==> src/simd_alu_defines.svh <==
`ifndef SIMD_ALU_DEFINES_SVH
`define SIMD_ALU_DEFINES_SVH

// Datapath word width in bits
`define SIMD_DATA_W 64

// One flag per byte of the word
`define SIMD_STRB_W 8

// Width of the reduction beat count
`define SIMD_VL_W 4

`endif

==> src/simd_alu_pkg.sv <==
`default_nettype none

`include "simd_alu_defines.svh"

package simd_alu_pkg;

  typedef logic [`SIMD_DATA_W-1:0] simd_word_t;
  typedef logic [`SIMD_STRB_W-1:0] byte_strb_t;
  typedef logic [`SIMD_VL_W-1:0]   beat_cnt_t;

  typedef enum logic [1:0] {
    EW8,
    EW16,
    EW32,
    EW64
  } elem_width_e;

  // Kept vector integer operations
  typedef enum logic [4:0] {
    VAND, VOR, VXOR,
    VADD, VSUB,
    VSADDU, VSADD, VSSUBU,
    VMINU, VMIN, VMAXU, VMAX,
    VMSEQ, VMSLTU, VMSLT,
    VREDSUM, VREDMAXU, VREDMAX
  } alu_op_e;

  typedef enum logic [1:0] {
    ST_IDLE,
    ST_ACCUM,
    ST_HOLD
  } ctrl_state_e;

  typedef struct packed {
    alu_op_e     op;
    elem_width_e vew;
    beat_cnt_t   vl;
  } alu_req_t;

  typedef struct packed {
    simd_word_t data;
    byte_strb_t sat;
  } alu_resp_t;

endpackage

`default_nettype wire

==> src/simd_compare_unit.sv <==
`timescale 1ns/1ps
`default_nettype none

module simd_compare_unit import simd_alu_pkg::*; (
  input  simd_word_t  opa_i,
  input  simd_word_t  opb_i,
  input  elem_width_e vew_i,
  input  logic        signed_i,
  output byte_strb_t  less_o,
  output byte_strb_t  equal_o
);

  // B < A per element, flag sits at the element's lowest byte
  always_comb begin
    less_o  = '0;
    equal_o = '0;
    unique case (vew_i)
      EW8: for (int e = 0; e < 8; e++) begin
        less_o[e]  = $signed({signed_i & opb_i[8*e+7], opb_i[8*e +: 8]}) <
                     $signed({signed_i & opa_i[8*e+7], opa_i[8*e +: 8]});
        equal_o[e] = opb_i[8*e +: 8] == opa_i[8*e +: 8];
      end
      EW16: for (int e = 0; e < 4; e++) begin
        less_o[2*e]  = $signed({signed_i & opb_i[16*e+15], opb_i[16*e +: 16]}) <
                       $signed({signed_i & opa_i[16*e+15], opa_i[16*e +: 16]});
        equal_o[2*e] = opb_i[16*e +: 16] == opa_i[16*e +: 16];
      end
      EW32: for (int e = 0; e < 2; e++) begin
        less_o[4*e]  = $signed({signed_i & opb_i[32*e+31], opb_i[32*e +: 32]}) <
                       $signed({signed_i & opa_i[32*e+31], opa_i[32*e +: 32]});
        equal_o[4*e] = opb_i[32*e +: 32] == opa_i[32*e +: 32];
      end
      EW64: begin
        less_o[0]  = $signed({signed_i & opb_i[63], opb_i}) <
                     $signed({signed_i & opa_i[63], opa_i});
        equal_o[0] = opb_i == opa_i;
      end
      default: ;
    endcase
  end

endmodule

`default_nettype wire

==> src/simd_lane_alu.sv <==
`timescale 1ns/1ps
`default_nettype none

`include "simd_alu_defines.svh"

module simd_lane_alu import simd_alu_pkg::*; (
  input  alu_op_e     op_i,
  input  elem_width_e vew_i,
  input  simd_word_t  opa_i,
  input  simd_word_t  opb_i,
  output alu_resp_t   resp_o
);

  logic       is_signed;
  logic       is_sub;
  logic       is_max;
  byte_strb_t less;
  byte_strb_t equal;
  byte_strb_t first;
  byte_strb_t last;
  byte_strb_t carry;
  byte_strb_t sat;
  byte_strb_t clip_neg;
  byte_strb_t pick_b;
  simd_word_t sum;
  simd_word_t res;

  assign is_signed = op_i inside {VMIN, VMAX, VMSLT, VREDMAX};
  assign is_sub    = op_i inside {VSUB, VSSUBU};
  assign is_max    = op_i inside {VMAX, VMAXU, VREDMAXU, VREDMAX};

  simd_compare_unit i_simd_compare_unit (
    .opa_i    (opa_i),
    .opb_i    (opb_i),
    .vew_i    (vew_i),
    .signed_i (is_signed),
    .less_o   (less),
    .equal_o  (equal)
  );

  //////////////////////////////////////////////////////////////////////
  // Element boundaries and byte carry chain

  always_comb begin
    logic [2:0] span;
    unique case (vew_i)
      EW8:     span = 3'd0;
      EW16:    span = 3'd1;
      EW32:    span = 3'd3;
      default: span = 3'd7;
    endcase
    for (int b = 0; b < `SIMD_STRB_W; b++) begin
      first[b] = (b[2:0] & span) == 3'd0;
      last[b]  = (b[2:0] & span) == span;
    end
  end

  // B + A, or B + ~A + 1 for subtraction; carry cut at element starts
  always_comb begin
    logic       cin;
    logic [8:0] part;
    cin = 1'b0;
    for (int b = 0; b < `SIMD_STRB_W; b++) begin
      if (first[b]) cin = is_sub;
      part = {1'b0, opb_i[8*b +: 8]} + {1'b0, is_sub ? ~opa_i[8*b +: 8] : opa_i[8*b +: 8]}
           + 9'(cin);
      sum[8*b +: 8] = part[7:0];
      carry[b]      = part[8];
      cin           = part[8];
    end
  end

  // Overflow found at the top byte, spread down over the element
  always_comb begin
    logic ovf;
    logic neg;
    ovf = 1'b0;
    neg = 1'b0;
    for (int b = `SIMD_STRB_W - 1; b >= 0; b--) begin
      if (last[b]) begin
        unique case (op_i)
          VSADDU:  ovf = carry[b];
          VSSUBU:  ovf = ~carry[b];
          VSADD:   ovf = (opa_i[8*b+7] == opb_i[8*b+7]) && (sum[8*b+7] != opa_i[8*b+7]);
          default: ovf = 1'b0;
        endcase
        neg = opa_i[8*b+7];
      end
      sat[b]      = ovf;
      clip_neg[b] = neg;
    end
  end

  // Min/max choice made at the lowest byte, spread up
  always_comb begin
    logic sel;
    sel = 1'b0;
    for (int b = 0; b < `SIMD_STRB_W; b++) begin
      if (first[b]) sel = less[b] ^ is_max;
      pick_b[b] = sel;
    end
  end

  //////////////////////////////////////////////////////////////////////
  // Result select

  always_comb begin
    logic [7:0] clip;
    res = '0;
    for (int b = 0; b < `SIMD_STRB_W; b++) begin
      // 0x7f / 0x80 at the top byte, 0xff / 0x00 below
      clip = {last[b] ^ ~clip_neg[b], {7{~clip_neg[b]}}};
      unique case (op_i)
        VAND:                  res[8*b +: 8] = opa_i[8*b +: 8] & opb_i[8*b +: 8];
        VOR:                   res[8*b +: 8] = opa_i[8*b +: 8] | opb_i[8*b +: 8];
        VXOR:                  res[8*b +: 8] = opa_i[8*b +: 8] ^ opb_i[8*b +: 8];
        VADD, VSUB, VREDSUM:   res[8*b +: 8] = sum[8*b +: 8];
        VSADDU:                res[8*b +: 8] = sat[b] ? 8'hff : sum[8*b +: 8];
        VSSUBU:                res[8*b +: 8] = sat[b] ? 8'h00 : sum[8*b +: 8];
        VSADD:                 res[8*b +: 8] = sat[b] ? clip : sum[8*b +: 8];
        VMINU, VMIN, VMAXU, VMAX, VREDMAXU, VREDMAX:
          res[8*b +: 8] = pick_b[b] ? opb_i[8*b +: 8] : opa_i[8*b +: 8];
        VMSEQ:                 res[8*b +: 8] = {7'd0, equal[b]};
        VMSLTU, VMSLT:         res[8*b +: 8] = {7'd0, less[b]};
        default:               res[8*b +: 8] = 8'h00;
      endcase
    end
  end

  assign resp_o = '{data: res, sat: sat};

  always_comb begin
    if (!(op_i inside {VAND, VOR, VXOR})) begin
      assert (!$isunknown(vew_i)) else $error("element width unknown for op %0d", op_i);
    end
  end

endmodule

`default_nettype wire

==> src/simd_accumulator.sv <==
`timescale 1ns/1ps
`default_nettype none

module simd_accumulator import simd_alu_pkg::*; (
  input  logic       clk_i,
  input  logic       reset_i,
  input  logic       load_i,
  input  logic       use_acc_i,
  input  simd_word_t operand_a_i,
  input  alu_resp_t  alu_resp_i,
  output simd_word_t opa_o,
  output alu_resp_t  resp_o
);

  // Output word, doubles as the running reduction value
  alu_resp_t acc_q;

  always_ff @(posedge clk_i) begin
    if (reset_i) begin
      acc_q <= '0;
    end else if (load_i) begin
      acc_q <= alu_resp_i;
    end
  end

  assign opa_o  = use_acc_i ? acc_q.data : operand_a_i;
  assign resp_o = acc_q;

endmodule

`default_nettype wire

==> src/simd_beat_counter.sv <==
`timescale 1ns/1ps
`default_nettype none

module simd_beat_counter import simd_alu_pkg::*; (
  input  logic      clk_i,
  input  logic      reset_i,
  input  logic      load_i,
  input  logic      step_i,
  input  beat_cnt_t vl_i,
  output logic      last_o
);

  // Beats still to come, counting the current one
  beat_cnt_t remain_q;

  always_ff @(posedge clk_i) begin
    if (reset_i) begin
      remain_q <= '0;
    end else if (load_i) begin
      remain_q <= vl_i - beat_cnt_t'(1);
    end else if (step_i) begin
      remain_q <= remain_q - beat_cnt_t'(1);
    end
  end

  assign last_o = load_i ? (vl_i == beat_cnt_t'(1)) : (remain_q == beat_cnt_t'(1));

  a_vl_nonzero: assert property (@(posedge clk_i) disable iff (reset_i)
    load_i |-> vl_i != '0);

endmodule

`default_nettype wire

==> src/simd_alu_ctrl.sv <==
`timescale 1ns/1ps
`default_nettype none

module simd_alu_ctrl import simd_alu_pkg::*; (
  input  logic      clk_i,
  input  logic      reset_i,
  input  logic      in_valid_i,
  input  logic      out_ready_i,
  input  logic      last_i,
  input  alu_op_e   op_i,
  input  alu_resp_t resp_i,
  output logic      in_ready_o,
  output logic      out_valid_o,
  output logic      load_o,
  output logic      use_acc_o,
  output logic      cnt_load_o,
  output logic      cnt_step_o
);

  ctrl_state_e state_q;
  ctrl_state_e state_d;
  logic        accept;
  logic        is_red;

  assign is_red      = op_i inside {VREDSUM, VREDMAXU, VREDMAX};
  assign out_valid_o = state_q == ST_HOLD;
  // A held result frees the register once it drains
  assign in_ready_o  = (state_q != ST_HOLD) || out_ready_i;
  assign accept      = in_valid_i && in_ready_o;

  assign load_o     = accept;
  assign use_acc_o  = state_q == ST_ACCUM;
  assign cnt_load_o = accept && is_red && (state_q != ST_ACCUM);
  assign cnt_step_o = accept && (state_q == ST_ACCUM);

  always_comb begin
    state_d = state_q;
    unique case (state_q)
      ST_ACCUM: begin
        if (accept && last_i) state_d = ST_HOLD;
      end
      default: begin
        if (accept) begin
          state_d = (is_red && !last_i) ? ST_ACCUM : ST_HOLD;
        end else if (state_q == ST_HOLD && out_ready_i) begin
          state_d = ST_IDLE;
        end
      end
    endcase
  end

  always_ff @(posedge clk_i) begin
    if (reset_i) begin
      state_q <= ST_IDLE;
    end else begin
      state_q <= state_d;
    end
  end

  a_resp_stable: assert property (@(posedge clk_i) disable iff (reset_i)
    out_valid_o && !out_ready_i |=> out_valid_o && $stable(resp_i));

endmodule

`default_nettype wire

==> src/simd_alu_top.sv <==
`timescale 1ns/1ps
`default_nettype none

module simd_alu_top import simd_alu_pkg::*; (
  input  logic       clk_i,
  input  logic       reset_i,
  input  alu_req_t   req_i,
  input  simd_word_t operand_a_i,
  input  simd_word_t operand_b_i,
  input  logic       in_valid_i,
  output logic       in_ready_o,
  output alu_resp_t  resp_o,
  output logic       out_valid_o,
  input  logic       out_ready_i
);

  logic       load;
  logic       use_acc;
  logic       cnt_load;
  logic       cnt_step;
  logic       last;
  simd_word_t opa;
  alu_resp_t  alu_resp;

  simd_alu_ctrl i_simd_alu_ctrl (
    .clk_i       (clk_i),
    .reset_i     (reset_i),
    .in_valid_i  (in_valid_i),
    .out_ready_i (out_ready_i),
    .last_i      (last),
    .op_i        (req_i.op),
    .resp_i      (resp_o),
    .in_ready_o  (in_ready_o),
    .out_valid_o (out_valid_o),
    .load_o      (load),
    .use_acc_o   (use_acc),
    .cnt_load_o  (cnt_load),
    .cnt_step_o  (cnt_step)
  );

  simd_beat_counter i_simd_beat_counter (
    .clk_i   (clk_i),
    .reset_i (reset_i),
    .load_i  (cnt_load),
    .step_i  (cnt_step),
    .vl_i    (req_i.vl),
    .last_o  (last)
  );

  simd_accumulator i_simd_accumulator (
    .clk_i       (clk_i),
    .reset_i     (reset_i),
    .load_i      (load),
    .use_acc_i   (use_acc),
    .operand_a_i (operand_a_i),
    .alu_resp_i  (alu_resp),
    .opa_o       (opa),
    .resp_o      (resp_o)
  );

  simd_lane_alu i_simd_lane_alu (
    .op_i   (req_i.op),
    .vew_i  (req_i.vew),
    .opa_i  (opa),
    .opb_i  (operand_b_i),
    .resp_o (alu_resp)
  );

endmodule

`default_nettype wire

==> config.mk <==
export PLATFORM = sky130hd
export DESIGN_NAME = simd_alu_top
export DESIGN_NICKNAME = d
export VERILOG_FILES = /design/src/simd_alu_pkg.sv /design/src/simd_compare_unit.sv /design/src/simd_lane_alu.sv /design/src/simd_accumulator.sv /design/src/simd_beat_counter.sv /design/src/simd_alu_ctrl.sv /design/src/simd_alu_top.sv
export VERILOG_INCLUDE_DIRS = /design/src /design/src/src
export SDC_FILE = /design/constraint.sdc
export NUM_CORES = 1
export LEC_CHECK = 0
export BUFFER_PORTS_ARGS = -buffer_cell sky130_fd_sc_hd__buf_2
export CORE_ASPECT_RATIO = 1.25
export CORE_MARGIN = 2
export CORE_UTILIZATION = 49
export DETAILED_ROUTE_END_ITERATION = 10
export PLACE_DENSITY = 0.73
export SKIP_CTS_REPAIR_TIMING = 1
export SLEW_MARGIN = 5
export SYNTH_ARGS = -nofsm -noshare
export SYNTH_HDL_FRONTEND = slang
export SYNTH_SLANG_ARGS = --single-unit
==> constraint.sdc <==
create_clock -name clk_i -period 33.1 [get_ports clk_i]
set_clock_uncertainty 0.15 [all_clocks]
set_input_delay 6.62 -clock clk_i [delete_from_list [all_inputs] [get_ports clk_i]]
set_output_delay 6.62 -clock clk_i [all_outputs]
set_load 0.02 [all_outputs]
== Word level (Yosys, flattened, before mapping) ==
Index checks and enable logic that the tools add are counted.
W data, S select, Z words.

* $add $sub $neg: 18
* $lt $le $gt $ge: 15
* Equal/unequal tests: 58
* Mux-type cells: 110
* Bitwise operators: 82
* Reduce and logical (&&, ||, !) cells: 39

{| class="wikitable"
|+ Operator list
! operator !! count
|-
| $pmux W8 S10 || 8
|-
| $mux W8 || 40
|-
| $add A8 B8 Y9 || 8
|-
| $add A9 B1 Y9 || 8
|-
| $lt A9 B9 Y1 || 8
|-
| $lt A17 B17 Y1 || 4
|-
| $lt A33 B33 Y1 || 2
|-
| $lt A65 B65 Y1 || 1
|-
| $and A8 B8 Y8 || 8
|-
| $eq A16 B16 Y1 || 4
|-
| $eq A32 B32 Y1 || 2
|-
| $eq A64 B64 Y1 || 1
|-
| $eq A8 B8 Y1 || 8
|-
| $mux W64 || 1
|-
| $not A8 Y8 || 8
|-
| $or A8 B8 Y8 || 8
|-
| $xor A8 B8 Y8 || 8
|-
| $eq A5 B4 Y1 const B || 8
|-
| $mux W1 || 37
|-
| $pmux W1 S3 || 10
|-
| $logic_not A3 Y1 || 7
|-
| $eq A5 B3 Y1 const B || 4
|-
| $not A1 Y1 || 19
|-
| $and A1 B1 Y1 || 16
|-
| 29 further kinds || 94
|}

* Register bits: 78
* Bits of input ports: 143
* Output and inout bits: 74
* Word-level logic and storage cells: 326

== Depth between registers and ports, before layout ==
Gate-level depths: netlist of run 1.

* Word-level depth: 32
* Gate-level depth with buffers: 70
* Depth with buffers taken out: 66

== Modules after synthesis ==
From an unflattened synthesis of run 1, not the netlist that was laid out.

* Cells, all modules: 2117
* Area total of the unflattened synthesis: 16314.4 um^2

{| class="wikitable"
|+ By module, submodules not included
! module !! instances !! cells each !! area an instance (um^2) !! seq. area each (um^2)
|-
| simd_lane_alu || 1 || 1399 || 9664.3 || 0.0
|-
| simd_accumulator || 1 || 303 || 3657.3 || 1441.4
|-
| simd_compare_unit || 1 || 357 || 2498.6 || 0.0
|-
| simd_beat_counter || 1 || 35 || 306.5 || 80.1
|-
| simd_alu_ctrl || 1 || 23 || 187.7 || 40.0
|}

== Least setup slack after synthesis of run 1 ==
Ideal clock, no wire load.

* Kind: in2reg
* Start point: input req_i[8] (netlist bit)
* End point: register i_simd_accumulator.acc_q, in the netlist i_simd_accumulator.resp_o[58]
* Setup time: 120 ps
* Arrival time: 22488 ps
* Data required time: 32830 ps
* Path slack: 10342 ps
* Stages on the path: 70
* Path buffers: 5
* Cells stage by stage: clkbuf_1 > nor3b_1 > and2_1 > clkbuf_1 > clkbuf_1 > buf_1 > xnor2_1 > fa_1 > a21o_1 > a21oi_1 > nor2b_1 > o21a_1 > o21ai_0 > a21oi_1 > fa_1 > fa_1 > a21oi_1 > o22ai_1 > [34 not listed] > a21oi_1 > o22ai_1 > o31ai_1 > a21oi_1 > fa_1 > fa_1 > a211oi_1 > o21ai_0 > nand3_1 > or4b_1 > and3_1 > nand3_1 > buf_2 > nor2_1 > or4_1 > o21ai_0 > nand2_1 > o31a_1

* Longest elaborated chain between the ends: 25
* Elaborated cells between the ends (all ways): 119
* Classes of those cells: 16 x add/sub; 14 x order compare; 19 x eq/ne; 36 x mux; 25 x bitwise; 9 x reduce/logical

{| class="wikitable"
|+ Ends and longest elaborated chain
! element !! line !! RTL
|-
| start: declaration || simd_alu_top.sv:7 || <nowiki>input alu_req_t req_i,</nowiki>
|-
| $eq A5 B3 Y1, on equally long branches || simd_lane_alu.sv:29, simd_lane_alu.sv:113, simd_lane_alu.sv:81 ||
|-
| $reduce_bool A2 Y1 || simd_lane_alu.sv:29 || <nowiki>assign is_sub = op_i inside {VSUB, VSSUBU};</nowiki>
|-
| $mux W8 || simd_lane_alu.sv:65 || <nowiki>part = {1'b0, opb_i[8*b +: 8]} + {1'b0, is_sub ? ~opa_i[8*b +: 8] : opa_i[8*b +: 8]}</nowiki>
|-
| $add A8 B8 Y9 || simd_lane_alu.sv:65 ||
|-
| $add A9 B1 Y9 || simd_lane_alu.sv:66 || <nowiki>+ 9'(cin);</nowiki>
|-
| $mux W1 || simd_lane_alu.sv:64 || <nowiki>if (first[b]) cin = is_sub;</nowiki>
|-
| $add A9 B1 Y9 || simd_lane_alu.sv:66 ||
|-
| $mux W1 || simd_lane_alu.sv:64 ||
|-
| [9 not listed] || -- ||
|-
| $mux W1 || simd_lane_alu.sv:64 ||
|-
| $add A9 B1 Y9 || simd_lane_alu.sv:66 ||
|-
| $ne A1 B1 Y1 || simd_lane_alu.sv:84 || <nowiki>VSADD: ovf = (opa_i[8*b+7] == opb_i[8*b+7]) && (sum[8*b+7] != opa_i[8*b+7]);</nowiki>
|-
| $logic_and A1 B1 Y1 || simd_lane_alu.sv:84 ||
|-
| $pmux W1 S3 || simd_lane_alu.sv:81 || <nowiki>unique case (op_i)</nowiki>
|-
| $mux W1 || simd_lane_alu.sv:80 || <nowiki>if (last[b]) begin</nowiki>
|-
| $mux W8, on equally long branches || simd_lane_alu.sv:120, simd_lane_alu.sv:118, simd_lane_alu.sv:119 ||
|-
| $pmux W8 S10 (*) || simd_lane_alu.sv:113 || <nowiki>unique case (op_i)</nowiki>
|-
| end signal: assignment || simd_accumulator.sv:22 || <nowiki>acc_q <= alu_resp_i;</nowiki>
|-
| end: declaration || simd_accumulator.sv:16 || <nowiki>alu_resp_t acc_q;</nowiki>
|}

Mark *: on every way between the ends. The rest lies on a longest branch, timed or not.
A chain may end at the register's enable or synchronous reset.

== Worst setup path after layout of run 1 ==
* Start point: input req_i[7] (netlist bit)
* End point: register i_simd_accumulator.acc_q, in the netlist i_simd_accumulator.resp_o[49]

* Longest elaborated chain between the ends: 26
* Elaborated cells between the ends (all ways): 117
* Classes of those cells: 16 x add/sub; 12 x order compare; 20 x eq/ne; 36 x mux; 23 x bitwise; 10 x reduce/logical

{| class="wikitable"
|+ Ends and longest elaborated chain
! element !! line
|-
| $eq A5 B3 Y1, on equally long branches || simd_lane_alu.sv:29, simd_lane_alu.sv:113, simd_lane_alu.sv:81
|-
| $reduce_bool A2 Y1 || simd_lane_alu.sv:29
|-
| $mux W8 || simd_lane_alu.sv:65
|-
| $add A8 B8 Y9 || simd_lane_alu.sv:65
|-
| $add A9 B1 Y9 || simd_lane_alu.sv:66
|-
| $mux W1 || simd_lane_alu.sv:64
|-
| $add A9 B1 Y9 || simd_lane_alu.sv:66
|-
| $mux W1 || simd_lane_alu.sv:64
|-
| [9 not listed] || --
|-
| $mux W1 || simd_lane_alu.sv:64
|-
| $add A9 B1 Y9 || simd_lane_alu.sv:66
|-
| $ne A1 B1 Y1 || simd_lane_alu.sv:84
|-
| $logic_and A1 B1 Y1 || simd_lane_alu.sv:84
|-
| $pmux W1 S3 || simd_lane_alu.sv:81
|-
| $mux W1 (2 in series) || simd_lane_alu.sv:80
|-
| $mux W8, on equally long branches || simd_lane_alu.sv:120, simd_lane_alu.sv:118, simd_lane_alu.sv:119
|-
| $pmux W8 S10 (*) || simd_lane_alu.sv:113
|}

Marks and branches as above.

==> results of run 1 <==
## logic make-up (layout without fill, tap and decap cells)
logic type / Yosys count / count (layout) / share of synthesized area, %
buf+inv: 278 / 433 / 6.618
fa+ha+maj: 282 / 282 / 23.01
simple gates: 621 / 621 / 19.13
other cells: 0 / 3 / 0
flops: 78 / 78 / 9.868
xor+xnor: 129 / 129 / 7.314
compound gates: 681 / 681 / 29.03
mux: 79 / 79 / 5.029
## layout make-up
class                   instances  area share (%)
multi-input cells            1792           75.23
flip-flops and latches         78           8.860
repair buffers                248           7.497
inverters                     169           3.600
well taps                     412           2.925
clock buffers                  11           1.377
clock inverters                 5          0.4686
diodes                          3         0.04260
## metal layers
metal,GRT usage (%),vias to the layer above,wire [µm]
met5,0,-,18
met4,19.35,4,3533
li1,-,8164,-
met3,6.094,223,5296
met2,54.95,913,26540
met1,40.84,8246,22240
## flip-flops by register name (all words and copies together) (netlist names)
name                          count
i_simd_accumulator.resp_o        72
i_simd_alu_ctrl.state_q           2
i_simd_beat_counter.remain_q      4
## through the flow
stage / instances / area, µm²
4_1_cts: 2715 / 17620
3_3_place_gp: 2699 / 17290
2_1_floorplan: 2148 / 15820
5_1_grt: 2716 / 17620
6_report: 2718 / 17620
3_5_place_dp: 2699 / 17290
## synthesized netlist by cell type (21+ instances only)
cell type    n  area (µm²)
a211oi_1    30       225.2
inv_1      169       634.4
nand3_1     42       210.2
nor2_1     132       495.5
clkbuf_1    93       349.1
mux2i_1     77       770.7
dfxtp_1     78        1562
nand2_1    210       788.3
a21oi_1    165       825.8
a221oi_1    48       420.4
a311oi_1    29       254.0
nor3_1      50       250.2
ha_1       267        3341
o21ai_0    137       685.7
a22oi_1     27       202.7
xnor2_1    109       954.7
o211ai_1    53       397.9
and2_1      21       131.4
o21a_1      28       210.2
nor2b_1     31       193.9
## report_power, final
group / switching, mW / total (mW) / internal, mW
logic: 0.164 / 0.266 / 0.102
clock network: 0.0520 / 0.120 / 0.0683
registers: 0.00432 / 0.102 / 0.0979
total: 0.220 / 0.489 / 0.268
## worst max-delay path: cells and delay by family
| kind | cells | cell delay [ns] |
|---|---|---|
| adder cells (fa/ha/maj) | 15 | 6.69 |
| AND/OR/NAND/NOR | 13 | 2.22 |
| XOR/XNOR | 2 | 0.44 |
| AO/OA/AOI/OAI | 35 | 8.33 |
| buffers and inverters | 1 | 0.44 |
## path summary, 6_finish.rpt
kind	from	to	slack, ns	cells past startpoint
worst max register to register	i_simd_alu_ctrl.state_q[0]	i_simd_accumulator.resp_o[49]	14.30	67
worst max-delay path	req_i[7]	i_simd_accumulator.resp_o[49]	8.41	66
worst min-delay path	i_simd_accumulator.resp_o[3]	i_simd_accumulator.resp_o[3]	0.31	2
worst min register to register	i_simd_accumulator.resp_o[3]	i_simd_accumulator.resp_o[3]	0.31	2
==> results.md, run 1 <==
- Status: completed
- Die area: between 30000 and 40000 µm²
- Antenna-violating nets left: 0
- Synth Net Count: 2573
- FP Rows: 73
- Drt first pass iters: 5
- Per-cell routed wire length: approximately 21 µm
- Root buf cell: clkbuf_16
- Final worst setup slack: between 8 and 9 ns
- Final Util: a little under three fifths
- Worst hold slack: 0.3116 ns
- Routed via count: approximately 18000
- Clk slew on worst S/H paths: about 0.07 ns
- Peak VDD IR: roughly 0.026 mV
- Most frequent cells in the layout: 267 x ha_1, 216 x buf_2, 209 x nand2_1, 169 x inv_1, 163 x a21oi_1
- Crit-path max FO: 23
- Sink Count: roughly 80
- Fin crit share: between 70% and 80%
- Dpl ws: 8.442 ns
- Die Span Y: 204.9 µm
- Slew headroom: between 10% and 20%
- Hpwl dp: about 42000 µm
- Number of global-route vias before repair: 16850
- Area Growth Syn to Fin: 11.37%
- Cell mode on critical path: fa_1
- Ys flop type: dfxtp_1
- CP startpoint kind: input pin
- Post-synth ARST share: 0%
- Finish-stage setup viols: 0
- IO Pins: between 200 and 250
- F_max: slightly above 0.04 GHz
- GRT overflow: 0
- Overall global routing resource usage: between 30 and 40%
- Longest Clk Path Bufs: 2
- Average size of a mapped cell: 7.367 µm²
- Post-Syn Instances: between 2000 and 2500
- Min-delay worst type: reg2reg
- FF/Latch Area: approximately 1600 µm²
- Worst Tran Pin Value: ~1.3 ns
- Share of cells above drive strength 1: between 10% and 20%
- Max cap viols: 0
- Minimum clock period: ~25 ns
- Crit. End Element: flop
- Port buffer count: around 220
- Netlist cell types: 87
- Max incr delay on CP: around 0.53 ns
- Initial Utilization: 49.78%
- Register bit total from synthesis: 78
- Commonest non-fill, non-tap cell in the layout: ha_1
- Req. time, crit path: between 30 and 40 ns
- Clock latency on the worst-skew pair: roughly 0.4 ns
- Crit Path Category: in2reg
- Slowest cell on crit path: a2111o_1
- Max H-tree Level: 3
- Register area share after synthesis: about 9.9%
- Drt initial violations: around 1600
- Final Hold Fails: 0
- Critical path arrival: approximately 25 ns
- First-pass GRT wire length: approximately 90000 µm
- RSZ-0062 raised after global routing: false
- TritonCTS buffer count: 9
- Drt drc: 0
- Setup TNS: 0 ns
- CTS tree: yes
- CORE AREA: around 32000 µm²
- Detailed Route WL: approximately 58000 µm
- # fillers: 3100
- PD cells: 27.72 nW/µm²
- Final net count: around 2700
- Multi-input logic area: roughly 13000 µm²
- Post-layout power: just under 500 µW
- Die Width: around 160 µm
- Gp weighted congestion: 1.044
- Number of flops mapped to enable cells by yosys: 0
- Initial antenna violation count: 5
- Max-slew violations: 0
- Via density: about 6.5
- Yosys warning count: 0
- Post-Syn Area: ~16000 µm²
- Largest net degree at the start of global routing: 65
- Static Leak: a little over 8 nW
Note: power is estimated with default switching activity, not from simulation.
==> inputs of run 2 (changes only) <==
--- a/config.mk
+++ b/config.mk
@@ -6,6 +6,7 @@
 export SDC_FILE = /design/constraint.sdc
 export NUM_CORES = 1
 export LEC_CHECK = 0
+export ABC_AREA = 1
 export BUFFER_PORTS_ARGS = -buffer_cell sky130_fd_sc_hd__buf_2
 export CORE_ASPECT_RATIO = 1.25
 export CORE_MARGIN = 2
==> constraint.sdc (replaced) <==
create_clock -name clk_i -period 23.1 [get_ports clk_i]
set_clock_uncertainty 0.15 [all_clocks]
set_input_delay 4.62 -clock clk_i [delete_from_list [all_inputs] [get_ports clk_i]]
set_output_delay 4.62 -clock clk_i [all_outputs]
set_load 0.02 [all_outputs]
==> results.md, run 2 <==
- Register bit total from synthesis: 78 (unchanged)
- Initial Utilization: 49.45% (-0.33 points)
- Slowest cell on crit path: buf_4
- Max incr delay on CP: 0.47 ns (-0.06 ns)
- Req. time, crit path: 23.18 ns (-10.04 ns)
- CORE AREA: 32500 µm² (+2.2%)
- Top post-synthesis cells by count: 626 x nand2_1, 339 x inv_1, 267 x ha_1, 188 x a21oi_1, 161 x o21ai_0
- Finish-stage setup viols: 0 (unchanged)
- Setup TNS: 0 ns (unchanged)
- Sink Count: 78 (unchanged)
- Max reg flops: 72 (unchanged)
- Register area share after synthesis: 9.716% (-0.15 points)
- Placed Cells: 3106 (+15%)
- Area Growth Syn to Fin: 10.49%
- Drt first pass iters: 8 (+3)
- Ys flop type: dfxtp_1
- Top cells by area, synth: ha_1 21%, nand2_1 15%, dfxtp_1 9.7%
- Max H-tree Level: 3 (unchanged)
- Fin crit share: around 92%
- F_max: between 0.04 and 0.05 GHz
- Via density: 5.689 (-12%)
- Longest Clk Path Bufs: 2 (unchanged)
- GRT overflow: 0 (unchanged)
- Initial antenna violation count: 2 (-3)
- Overall global routing resource usage: 31.53% (-2.0 points)
- Commonest non-fill, non-tap cell in the layout: nand2_1
- Peak VDD IR: 0.03286 mV (+27%)
- Number of global-route vias before repair: 17250 (+2.3%)
- Post-synth ARST share: 0% (unchanged)
- Most frequent cell after synthesis: nand2_1
- Routed via count: 17770 (+1.2%)
- Non-Filler Instances: 3123 (+15%)
- Post-Syn Area: 16070 µm² (+1.6%)
- Die area: 34270 µm² (+1.5%)
- Final Util: 54.64% (-0.80 points)
- Max-slew violations: 0 (unchanged)
- Crit Path Category: in2reg
- Final Hold Fails: 0 (unchanged)
- Netlist cell types: 63 (-28%)
- Port buffer count: 216 (unchanged)
- TritonCTS buffer count: 9 (unchanged)
- Min-delay worst type: reg2reg
- Drt drc: 0 (unchanged)
- Die Width: 166.0 µm (+0.76%)
- Average size of a mapped cell: 6.317 µm² (-14%)
- Area leader, netlist: ha_1
- Post-Syn Instances: 2544 (+18%)
- Crit. End Element: flop
- IO Pins: 217 (unchanged)
- Status: completed
- Final net count: 3124 (+15%)
- CP startpoint kind: input pin
- Worst Tran Pin Value: 1.061 ns (-0.2586 ns)
- Crit-path max FO: 29 (+26%)
- Synth Net Count: 2969 (+15%)
- Max cap viols: 0 (unchanged)
- Number of flops mapped to enable cells by yosys: 0 (unchanged)
- Largest net degree at the start of global routing: 81 (+25%)
- RSZ-0062 raised after global routing: false
- Share of cells above drive strength 1: 15.50% (+2.3 points)
- Minimum clock period: around 21 ns
- Clk slew on worst S/H paths: 0.07 ns (about the same)
- Top-area cell type share of the netlist area: 20.79% (-0.33 points)
- Most frequent cells in the layout: 625 x nand2_1, 339 x inv_1, 267 x ha_1, 216 x buf_2, 188 x a21oi_1
- Gp weighted congestion: 0.9541 (-8.6%)
- CTS tree: yes
- Antenna-violating nets left: 0 (unchanged)
- Critical path arrival: 21.30 ns (-3.51 ns)
- Root buf cell: clkbuf_16
- Hpwl dp: 41070 µm (-3.0%)
- PD cells: 40.01 nW/µm² (+44%)
- Die Span Y: 206.5 µm (+0.76%)
- Detailed Route WL: 55510 µm (-3.7%)
- FP Rows: 74 (+1.4%)
- Slew headroom: 29.14% (+18 points)
- Clock latency on the worst-skew pair: 0.39 ns (about the same)
- First-pass GRT wire length: 87270 µm (-2.3%)
- Static Leak: 9.287 nW (+13%)
- Per-cell routed wire length: 17.77 µm (-16%)
- Yosys warning count: 0 (unchanged)
- Drt initial violations: 1476 (-9.2%)
[run 2: changes by cell type in the layout (fill, tap and decap cells not counted), moves of 27 or more]
cell      delta
a22oi_1     -27
a311oi_1    -29
inv_1      +170
mux2i_1     -77
nand2_1    +416
nand3_1     +72
nor2b_1     -31
nor3_1      -29
o21ai_1     +29
or2_2       +64
xnor2_1    -103
xor2_1      +89
[run 2: power by group]
group          internal [mW]  switching, mW  total (mW)
logic                  0.140          0.266       0.405
clock network         0.0840         0.0702       0.154
registers              0.144        0.00670       0.151
total                  0.368          0.342       0.711
[run 2: logic make-up after synthesis]
| family | Yosys count | share of synthesized area [%] |
|---|---|---|
| adder cells (fa/ha/maj) | 282 | 22.65 |
| XOR/XNOR | 115 | 6.360 |
| AND/OR/NAND/NOR | 1038 | 28.46 |
| buffers and inverters | 453 | 10.81 |
| flip-flops | 78 | 9.716 |
| AO/OA/AOI/OAI | 578 | 21.99 |
[run 2: per-layer routing]
layer  GRT usage (%)  vias up  wire [µm]
li1                -     8654          -
met1           36.95     8220      22070
met2           56.37      732      26710
met3           4.270      159       4154
met4           16.06        2       2564
met5               0        -          7
[run 2: worst max-delay path: cells and delay by family]
kind | cells | cell delay (ns)
AO/OA/AOI/OAI | 41 | 5.76
XOR/XNOR | 1 | 0.14
adder cells (fa/ha/maj) | 15 | 6.17
buffers and inverters | 12 | 1.48
AND/OR/NAND/NOR | 28 | 3.07
[run 2: metrics by stage]
| stage | setup WS (ns) | power, mW | area (µm²) | hold WS [ns] |
|---|---|---|---|---|
| 2_1_floorplan | 3.334 | 0.4393 | 16070 | 0.3134 |
| 3_3_place_gp | 2.100 | 0.5435 | 17460 | 0.3126 |
| 3_5_place_dp | 1.680 | 0.5507 | 17460 | 0.3131 |
| 4_1_cts | 2.024 | 0.7075 | 17760 | 0.3227 |
| 5_1_grt | 0.2451 | 0.7634 | 17760 | 0.3417 |
| 6_report | 1.876 | 0.7105 | 17760 | 0.3229 |
[run 2: final cells by class]
| type | count | area (µm²) |
|---|---|---|
| antenna | 1 | 2.502 |
| clock buffer | 11 | 232.7 |
| timing repair buffer | 235 | 1224 |
| inverter | 362 | 1361 |
| multi-input combinational | 2013 | 12790 |
| sequential | 78 | 1562 |
| clock inverter | 5 | 58.81 |
| fill | 3311 | 14740 |
| tap | 418 | 523.0 |
[run 2: final timing paths]
path	startpoint	end	slack, ns	cells past startpoint
setup / recovery	req_i[7]	i_simd_accumulator.resp_o[24]	1.88	97
hold / removal	i_simd_accumulator.resp_o[70]	i_simd_accumulator.resp_o[70]	0.32	2
setup reg to reg	i_simd_alu_ctrl.state_q[1]	i_simd_accumulator.resp_o[24]	5.63	95
hold reg to reg	i_simd_accumulator.resp_o[70]	i_simd_accumulator.resp_o[70]	0.32	2
==> inputs of run 3 (changes only) <==
--- a/config.mk
+++ b/config.mk
@@ -7,7 +7,7 @@
 export NUM_CORES = 1
 export LEC_CHECK = 0
 export ABC_AREA = 1
-export BUFFER_PORTS_ARGS = -buffer_cell sky130_fd_sc_hd__buf_2
+export BUFFER_PORTS_ARGS = -buffer_cell sky130_fd_sc_hd__clkbuf_2
 export CORE_ASPECT_RATIO = 1.25
 export CORE_MARGIN = 2
 export CORE_UTILIZATION = 49
==> results.md, run 3 (same netlist as run 2, synthesis figures left out) <==
- Initial Utilization: 49.45% (unchanged)
- Antenna-violating nets left: 0 (unchanged)
- Initial antenna violation count: 3 (+1)
- Peak VDD IR: 0.03675 mV (+12%)
- GRT overflow: 0 (unchanged)
- Final net count: 3123 (-0.032%)
- Final Hold Fails: 0 (unchanged)
- Req. time, crit path: 23.19 ns (about the same)
- FP Rows: 74 (unchanged)
- Hpwl dp: 41340 µm (+0.66%)
- Share of cells above drive strength 1: 15.51% (about the same)
- Worst hold slack: 0.3271 ns (+0.004142 ns)
- RSZ-0062 raised after global routing: false
- Drt first pass iters: 6 (-2)
- Die area: 34270 µm² (unchanged)
- Gp weighted congestion: 0.9457 (-0.88%)
- Largest net degree at the start of global routing: 81 (unchanged)
- Crit Path Category: in2reg
- Max-slew violations: 0 (unchanged)
- Drt initial violations: 1406 (-4.7%)
- Routed via count: 17870 (+0.55%)
- Die Width: 166.0 µm (unchanged)
- HP Start: i_simd_accumulator.resp_o[66]
- Dpl ws: 1.797 ns (+0.1166 ns)
- Non-Filler Instances: 3123 (unchanged)
- Placed Cells: 3105 (-0.032%)
- Critical path arrival: 21.17 ns (-0.13 ns)
- Number of global-route vias before repair: 17440 (+1.1%)
- Commonest non-fill, non-tap cell in the layout: nand2_1
- FF-to-FF Start: i_simd_alu_ctrl.state_q[1]
- F_max: 0.04742 GHz (+0.65%)
- Crit. End Element: flop
- Fin crit share: 91.28% (-0.60 points)
- Minimum clock period: 21.09 ns (-0.1379 ns)
- PD cells: 40.30 nW/µm² (+0.73%)
- Clock latency on the worst-skew pair: 0.39 ns (about the same)
- Crit-path max FO: 27 (-6.9%)
- Min-delay worst type: reg2reg
- Worst Tran Pin Value: 1.093 ns (+0.03203 ns)
- Status: completed
- TritonCTS buffer count: 9 (unchanged)
- Slowest cell on crit path: fa_1
- Max cap viols: 0 (unchanged)
- IO Pins: 217 (unchanged)
- Setup TNS: 0 ns (unchanged)
- Final Util: 54.65% (about the same)
- CP startpoint kind: input pin
- Port buffer count: 216 (unchanged)
- Max reg flops: 72 (unchanged)
- Overall global routing resource usage: 31.78% (+0.24 points)
- Longest Clk Path Bufs: 2 (unchanged)
- Max H-tree Level: 3 (unchanged)
- Static Leak: 9.263 nW (-0.26%)
- Sink Count: 78 (unchanged)
- CP startpoint: req_i[7]
- Slew headroom: 27.00% (-2.1 points)
- Per-cell routed wire length: 17.93 µm (+0.86%)
- CORE AREA: 32500 µm² (unchanged)
- Via density: 5.720 (+0.55%)
- Most frequent cells in the layout: 625 x nand2_1, 339 x inv_1, 267 x ha_1, 216 x clkbuf_2, 188 x a21oi_1
- Area Growth Syn to Fin: 10.52% (about the same)
- First-pass GRT wire length: 87860 µm (+0.68%)
- Finish-stage setup viols: 0 (unchanged)
- Max incr delay on CP: 0.46 ns (about the same)
- Clk slew on worst S/H paths: 0.07 ns (about the same)
- Root buf cell: clkbuf_16
- Drt drc: 0 (unchanged)
- Die Span Y: 206.5 µm (unchanged)
- CTS tree: yes
- Final worst setup slack: 2.014 ns (+0.1379 ns)
- Detailed Route WL: 55980 µm (+0.86%)
-- run 3: power by group --
group          switching, mW  internal, mW  total (mW)
Sequential           0.00716         0.144       0.151
Combinational          0.266         0.139       0.406
Clock                 0.0724        0.0863       0.159
Total                  0.346         0.370       0.716
-- run 3: routing by layer --
layer  vias up  track usage (%)  wire length (µm)
met3       190            4.960              4106
li1       8669                -                 -
met4         0            18.17              3064
met1      8259            36.91             22300
met2       747            55.76             26510
met5         -                0                 0
-- run 3: stage by stage --
stage | power, mW | area, µm²
2_1_floorplan | 0.4393 | 16070
3_3_place_gp | 0.5445 | 17460
3_5_place_dp | 0.5516 | 17460
4_1_cts | 0.7126 | 17750
5_1_grt | 0.7681 | 17760
6_report | 0.7159 | 17760
-- run 3: layout make-up --
type,instances,area (µm²)
inverters,362,1361
clock inverters,5,58.81
diodes,3,7.507
multi-input cells,2013,12790
repair buffers,234,1216
clock buffers,10,239.0
fillers,3256,14740
flip-flops and latches,78,1562
well taps,418,523.0
-- run 3: final timing paths --
check             depth (start not counted)                            end  slack [ns]
setup / recovery                         97  i_simd_accumulator.resp_o[24]        2.01
hold reg to reg                           2  i_simd_accumulator.resp_o[66]        0.33
setup reg to reg                         95  i_simd_accumulator.resp_o[24]        5.73
hold / removal                            2  i_simd_accumulator.resp_o[66]        0.33
-- run 3: critical path: cells and delay by family --
family	cells	cell delay, ns
compound gates	41	5.63
fa+ha+maj	15	6.13
buf+inv	12	1.34
simple gates	28	3.17
xor+xnor	1	0.22
